[src/include/ooo_defs.svh]
`ifndef OOO_DEFS_SVH
`define OOO_DEFS_SVH

// Queue depth, also works at 4 or 16
`define ISQ_SIZE 8

`define PHYS_REGS 32
`define PHYS_ADDR_W 5
`define ROB_ADDR_W 4

// Slots per cycle for dispatch, issue and writeback
`define DISPATCH_WIDTH 2
`define XLEN 32

`endif

[src/hdl/ooo_pkg.sv]
`include "ooo_defs.svh"

package ooo_pkg;

  typedef enum logic [2:0] {
    ALU_ADD,
    ALU_SUB,
    ALU_AND,
    ALU_OR,
    ALU_XOR,
    ALU_SLL,
    ALU_SRL,
    ALU_SLT
  } alu_cmd_t;

  typedef enum logic {
    OP2_REG,
    OP2_IMM
  } op2_kind_t;

  typedef struct packed {
    logic                    en;
    alu_cmd_t                alu_cmd;
    logic [`PHYS_ADDR_W-1:0] src1;
    logic [`PHYS_ADDR_W-1:0] src2;
    op2_kind_t               op2_kind;
    logic [`XLEN-1:0]        imm;
    logic [`PHYS_ADDR_W-1:0] phys_rd;
    logic [`ROB_ADDR_W-1:0]  rob_addr;
  } dispatch_slot_t;

  // While an operand is not ready, its low bits hold the source tag
  typedef struct packed {
    logic                    valid;
    alu_cmd_t                alu_cmd;
    logic [`XLEN-1:0]        op1;
    logic [`XLEN-1:0]        op2;
    logic                    op1_ready;
    logic                    op2_ready;
    logic [`PHYS_ADDR_W-1:0] phys_rd;
    logic [`ROB_ADDR_W-1:0]  rob_addr;
  } isq_entry_t;

  typedef struct packed {
    logic                    valid;
    alu_cmd_t                alu_cmd;
    logic [`XLEN-1:0]        op1;
    logic [`XLEN-1:0]        op2;
    logic [`PHYS_ADDR_W-1:0] phys_rd;
    logic [`ROB_ADDR_W-1:0]  rob_addr;
  } issue_slot_t;

  typedef struct packed {
    logic                    valid;
    logic [`PHYS_ADDR_W-1:0] phys_rd;
    logic [`ROB_ADDR_W-1:0]  rob_addr;
    logic [`XLEN-1:0]        data;
  } wb_slot_t;

endpackage

[src/hdl/alu_pipe.sv]
`include "ooo_defs.svh"

module alu_pipe import ooo_pkg::*; (
  input  logic        clk,
  input  logic        rst,
  input  issue_slot_t issue,
  output wb_slot_t    wb
);

  logic [`XLEN-1:0] result;

  always_comb begin
    case (issue.alu_cmd)
      ALU_ADD: result = issue.op1 + issue.op2;
      ALU_SUB: result = issue.op1 - issue.op2;
      ALU_AND: result = issue.op1 & issue.op2;
      ALU_OR:  result = issue.op1 | issue.op2;
      ALU_XOR: result = issue.op1 ^ issue.op2;
      ALU_SLL: result = issue.op1 << issue.op2[4:0];
      ALU_SRL: result = issue.op1 >> issue.op2[4:0];
      // Signed compare
      ALU_SLT: result = `XLEN'($signed(issue.op1) < $signed(issue.op2));
      default: result = '0;
    endcase
  end

  always_ff @(posedge clk) begin
    wb.phys_rd  <= issue.phys_rd;
    wb.rob_addr <= issue.rob_addr;
    wb.data     <= result;
    if (rst) begin
      wb.valid <= 1'b0;
    end else begin
      wb.valid <= issue.valid;
    end
  end

endmodule

[config.mk]
export PLATFORM = sky130hd
export DESIGN_NAME = alu_pipe
export DESIGN_NICKNAME = d
export VERILOG_FILES = /design/src/hdl/ooo_pkg.sv /design/src/hdl/alu_pipe.sv
export VERILOG_INCLUDE_DIRS = /design/src /design/src/include
export SDC_FILE = /design/constraint.sdc
export NUM_CORES = 1
export LEC_CHECK = 0
export BUFFER_PORTS_ARGS = -buffer_cell sky130_fd_sc_hd__buf_2
export CAP_MARGIN = 30
export CORE_ASPECT_RATIO = 0.9
export CORE_MARGIN = 4
export CORE_UTILIZATION = 35
export CTS_CLUSTER_DIAMETER = 50
export DETAILED_ROUTE_END_ITERATION = 6
export PLACE_DENSITY = 0.57
export SLEW_MARGIN = 20
export SYNTH_ARGS = -nofsm -noshare
export SYNTH_HDL_FRONTEND = slang
export SYNTH_SLANG_ARGS = --single-unit
[constraint.sdc]
create_clock -name clk -period 10.8 [get_ports clk]
set_input_delay 2.16 -clock clk [delete_from_list [all_inputs] [get_ports clk]]
set_output_delay 2.16 -clock clk [all_outputs]
set_load 0.02 [all_outputs]
# Word-level counts from Yosys, hierarchy flattened
# Cells that the tools add are included.
dict set report totals {
  memories 0
  ram_bits 0
  latch_bits 0
  elab_cells 21
  rom_bits 0
  ff_bits 42
  in_bits 79
}
dict set report op_classes {
  n_bitwise 3
  shifts 2
  n_mul 0
  muxes 1
  order_cmp 1
  addsub 2
  n_eq_ne 7
  div_mod_pow 0
  reduce_logical 1
}
# operator n
set ops {}
lappend ops {{one-hot mux 32 bit (8 select lines)} 1}
lappend ops {{adder 32 bit} 1}
lappend ops {{bitwise AND 32 bit} 1}
lappend ops {{< comparator 32 bit} 1}
lappend ops {{bitwise OR 32 bit} 1}
lappend ops {{left shift 32 x 5 -> 32 bit} 1}
lappend ops {{>> shifter 32 x 5 -> 32 bit} 1}
lappend ops {{subtractor 32 bit} 1}
lappend ops {{bitwise XOR 32 bit} 1}
lappend ops {{== test 3 bit, second input constant} 4}
lappend ops {{== test 3 x 2 -> 1 bit, second input constant} 2}
lappend ops {{== test 3 x 1 -> 1 bit, second input constant} 1}
lappend ops {{logical NOT 3 bit} 1}

# Depth between registers and ports, before layout
dict set report logic_depth {
  word_depth 2
  mapped_depth 16
  depth_no_buf 12
}

# Worst setup path after synthesis
# Ideal clock, no wire load.
dict set report synth_timing {
  path_kind {input port to flip-flop}
  start {input issue[11] (netlist bit)}
  end {register wb[30] (netlist bit)}
  arrival_time_ps 5639
  required_time_ps 10673
  n_path_buf 5
  cell_stages 16
  path_slack_ps 5035
  cell_sequence {buf_2 -> inv_1 -> buf_2 -> buf_1 -> clkbuf_1 -> ha_1 -> buf_2 -> nand2b_1 -> a211oi_1 -> o21ai_1 -> a21oi_1 -> a221o_1 -> a31o_1 -> o31a_1 -> a31o_1 -> or3_1}
}
dict set report synth_via {
  elab_chain_cells 2
}
# item line_no
set synth_lines {}
lappend synth_lines {{start, declared} alu_pipe.sv:6} ;# input issue_slot_t issue,
lappend synth_lines {{subtractor 32 bit (tied with other cells)} alu_pipe.sv:15} ;# ALU_SUB: result = issue.op1 - issue.op2;
lappend synth_lines {{one-hot mux 32 bit (8 select lines) *} alu_pipe.sv:13} ;# case (issue.alu_cmd)
lappend synth_lines {{named net result[30]} alu_pipe.sv:10} ;# logic [`XLEN-1:0] result;
lappend synth_lines {{end, declared} alu_pipe.sv:7} ;# output wb_slot_t wb
# The timed path passes the listed nets; every way through them passes the cells marked *.
# A chain may end at the register's enable or synchronous reset.

# Worst setup path in the final report
dict set report layout_timing {
  start {input issue[10] (netlist bit)}
  end {register wb[28] (netlist bit)}
}
# The elaborated chain is that of the path after synthesis.

==> results.cfg <==
[clock_tree]
cts-resized-gates = 0
cts.sinks = 42
clk_pin_slew_worst_paths_ns = 0.08
post-cts-setup-buffers = 0
maximum_clock_path_buffer_count = 2
tritoncts.num_buffers = 5
clockRootBuffer = sky130_fd_sc_hd__clkbuf_16
clock_tree.htree_level_count = 2
cts_tree = built
post_cts_hold_buffer_count = 0

[floorplanning]
num_rows = 55
floorplan.die.height_um = 161
die_area_sq_um = 28800
start_util_pct = 36.0
design.core.area_sq_um = 25500
number_of_primary_i_o_pins = 121
die_w_um = 178

[synthesis]
netlist.area_leader.share_pct = 13.3
synth_nets = 1444
proportion_of_synthesized_chip_area_in_sequential_cells_pct = 9.18
synth.largest_area_cell = sky130_fd_sc_hd__ha_1
synth.distinct_cells = 87
synth_cells = 1266
synth_area_leaders = sky130_fd_sc_hd__ha_1 13%, sky130_fd_sc_hd__dfxtp_1 9.2%, sky130_fd_sc_hd__mux4_2 8.9%
syn_area_per_cell_sq_um = 7.23
synth.cell_area_sq_um = 9160
postSynth.asyncResetShare_pct = 0
yosysWarningCount = 0
synth_top_flop_cell = sky130_fd_sc_hd__dfxtp_1
synth_enable_flop_cells = 0
ys_seq_elements = 42

[worst_setup_path]
critPathMaxFanout = 67
category_of_the_most_critical_setup_path = input port to flip-flop
cp-start-kind = input port
crit_arrival_ns = 6.45
critical_path_capture_point_type = flip-flop
cp_cell_sequence = buf_2 -> buf_4 -> inv_2 -> fa_1 -> nand2b_1 -> a211oi_1 -> o21ai_1 -> a21oi_1 -> a221o_1 -> a31o_1 -> o31a_1 -> a21oi_1 -> o311ai_0
most_used_cell_cp = sky130_fd_sc_hd__a21oi_1
crit_path_max_incr_delay_ns = 0.59
worstPathRequired_ns = 10.99
critical-path-slowest-cell = sky130_fd_sc_hd__buf_4

[detailed_routing]
postRouteWirelength_mm = 41.0
drt_pre_antenna_iters = 7
route.vias.total = 10500
avgRoutedWirePerCell_um = 24.7
dr.first_iter.drc_count = 1447
antenna_violating_nets_post_route = 0
drt_via_density = 6.33
detail_route.drc_violations = 0

[sta]
post_route_clock_period_utilization_pct = 57.9
finalWorstSetupSlack_ns = 4.54
tns_ns = 0
relSlewSlack_pct = 27.3
slew_viol_final = 0
setup_repair_after_global_routing_missed_its_margin = no
worst-slew-pin-transition_ns = 1.09
fin_hold_ws_ns = 1.95
fmaxAchievable_ghz = 0.160
hold_violation_count_in_the_final_report = 0
min_period_ns = 6.26
final-setup-viol-count = 0

[global_routing]
grt_antenna_before_repair = 0
gr-usage-all-layers_pct = 27.2
grt_start_max_net_pins = 68
wire_length_of_the_first_global_routing_pass_mm = 60.5
globalRoute.totalOverflow = 0
grt_pass1_vias = 9455

[outcome]
status = finished clean

[finish]
final_common_cell = sky130_fd_sc_hd__nor2_1
reg.largest.list = wb (42)
largest_register_ffs = 42
synthToLayoutAreaGrowth_pct = 9.58
finish.cell_count_without_fillers = 1658
layout.cells.most_common_list = 134 x sky130_fd_sc_hd__nor2_1, 132 x sky130_fd_sc_hd__a21oi_1, 119 x sky130_fd_sc_hd__buf_2
final_net_count = 1493
drive_gt1_share_pct = 16.4
antenna_cells_inserted = 0
largest_register = wb

[placed_design]
dpl_worst_slack_ns = 4.32
gp_routability_congestion = 1.06
dpl.cell_count = 1649
port_buffers = 120
post-dp-hpwl_mm = 31.8

[power]
p_leak_nw = 4.48
peak_vdd_ir_mv = 0.0564
power_density_nw_per_um2 = 89.2

[job]
max_cap_viol_count = 0

[hold_path]
worstHoldPathType = input port to flip-flop
-- synth_stat cells, drive strengths merged (6+ instances only) --
| library cell | count |
|---|---|
| and2 | 8 |
| o31ai | 14 |
| xor2 | 6 |
| nor4 | 8 |
| nor2b | 19 |
| inv | 105 |
| o211ai | 19 |
| or3 | 9 |
| ha | 97 |
| clkbuf | 53 |
| a21o | 12 |
| o22ai | 16 |
| nand2b | 16 |
| mux4 | 36 |
| a221oi | 6 |
| dfxtp | 42 |
| nor3 | 33 |
| nor2 | 134 |
| o21ai | 88 |
| mux2 | 7 |
| a221o | 7 |
| a211o | 13 |
| a211oi | 18 |
| mux2i | 47 |
| a21oi | 135 |
| o21bai | 13 |
| a31oi | 9 |
| xnor2 | 14 |
| o221ai | 7 |
| and3 | 8 |
| a311oi | 6 |
| a222oi | 18 |
| nand2 | 103 |
| buf | 40 |
| a22oi | 16 |
| nand3 | 16 |
-- metal layers --
| layer | part of all wire (%) | GRT usage, % | vias up |
|---|---|---|---|
| met1 | 44 | 39.5 | 4989 |
| li1 | - | - | 4759 |
| met4 | 5.1 | 12.0 | 0 |
| met2 | 42 | 39.6 | 642 |
| met5 | 0 | 0 | - |
| met3 | 9.4 | 4.19 | 100 |
-- report_power, final --
group | total, W | switching [W] | internal [W]
Sequential | 0.000184 | 0.00000776 | 0.000177
Clock | 0.000168 | 0.0000810 | 0.0000869
Combinational | 0.000543 | 0.000353 | 0.000191
Total | 0.000895 | 0.000441 | 0.000454
-- metrics by stage --
| step | util (%) | power, W | instance area [sq um] |
|---|---|---|---|
| global route | 39.4 | 0.000940 | 10000 |
| finish | 39.4 | 0.000895 | 10000 |
| detailed placement | 38.7 | 0.000712 | 9860 |
| global placement | 38.7 | 0.000713 | 9850 |
| CTS | 39.3 | 0.000882 | 10000 |
| floorplan | - | 0.000542 | 9160 |
-- area by class of cell --
type | count | area [sq um]
clock buffers | 5 | 125
clock inverters | 3 | 23.8
fillers | 2739 | 15400
inverters | 106 | 398
multi-input cells | 1025 | 7490
flip-flops and latches | 42 | 841
well taps | 342 | 428
repair buffers | 135 | 732
-- kinds of logic (layout without fill, tap and decap cells) --
| group | after synthesis | after routing | share of synthesized area [%] |
|---|---|---|---|
| multiplexers | 90 | 90 | 14.9 |
| adder cells (fa/ha/maj) | 99 | 99 | 13.7 |
| AND/OR/NAND/NOR | 370 | 370 | 18.5 |
| XOR/XNOR | 20 | 20 | 1.91 |
| AO/OA/AOI/OAI | 446 | 446 | 32.8 |
| buffers and inverters | 199 | 249 | 9.06 |
| flip-flops | 42 | 42 | 9.18 |
-- worst max-delay path, delay by kind of cell --
family / cells / cell delay (ns)
AOI/OAI and AO/OA: 8 / 2.31
adders and majority gates: 1 / 0.58
buffers and inverters: 3 / 1.19
and+or+nand+nor: 1 / 0.18
-- path summary, 6_finish.rpt --
kind / from / endpoint / depth (start not counted)
max: issue[10] / wb[28] / 13
min: issue[6] / wb[38] / 1
Note: power is estimated with default switching activity, not from simulation.
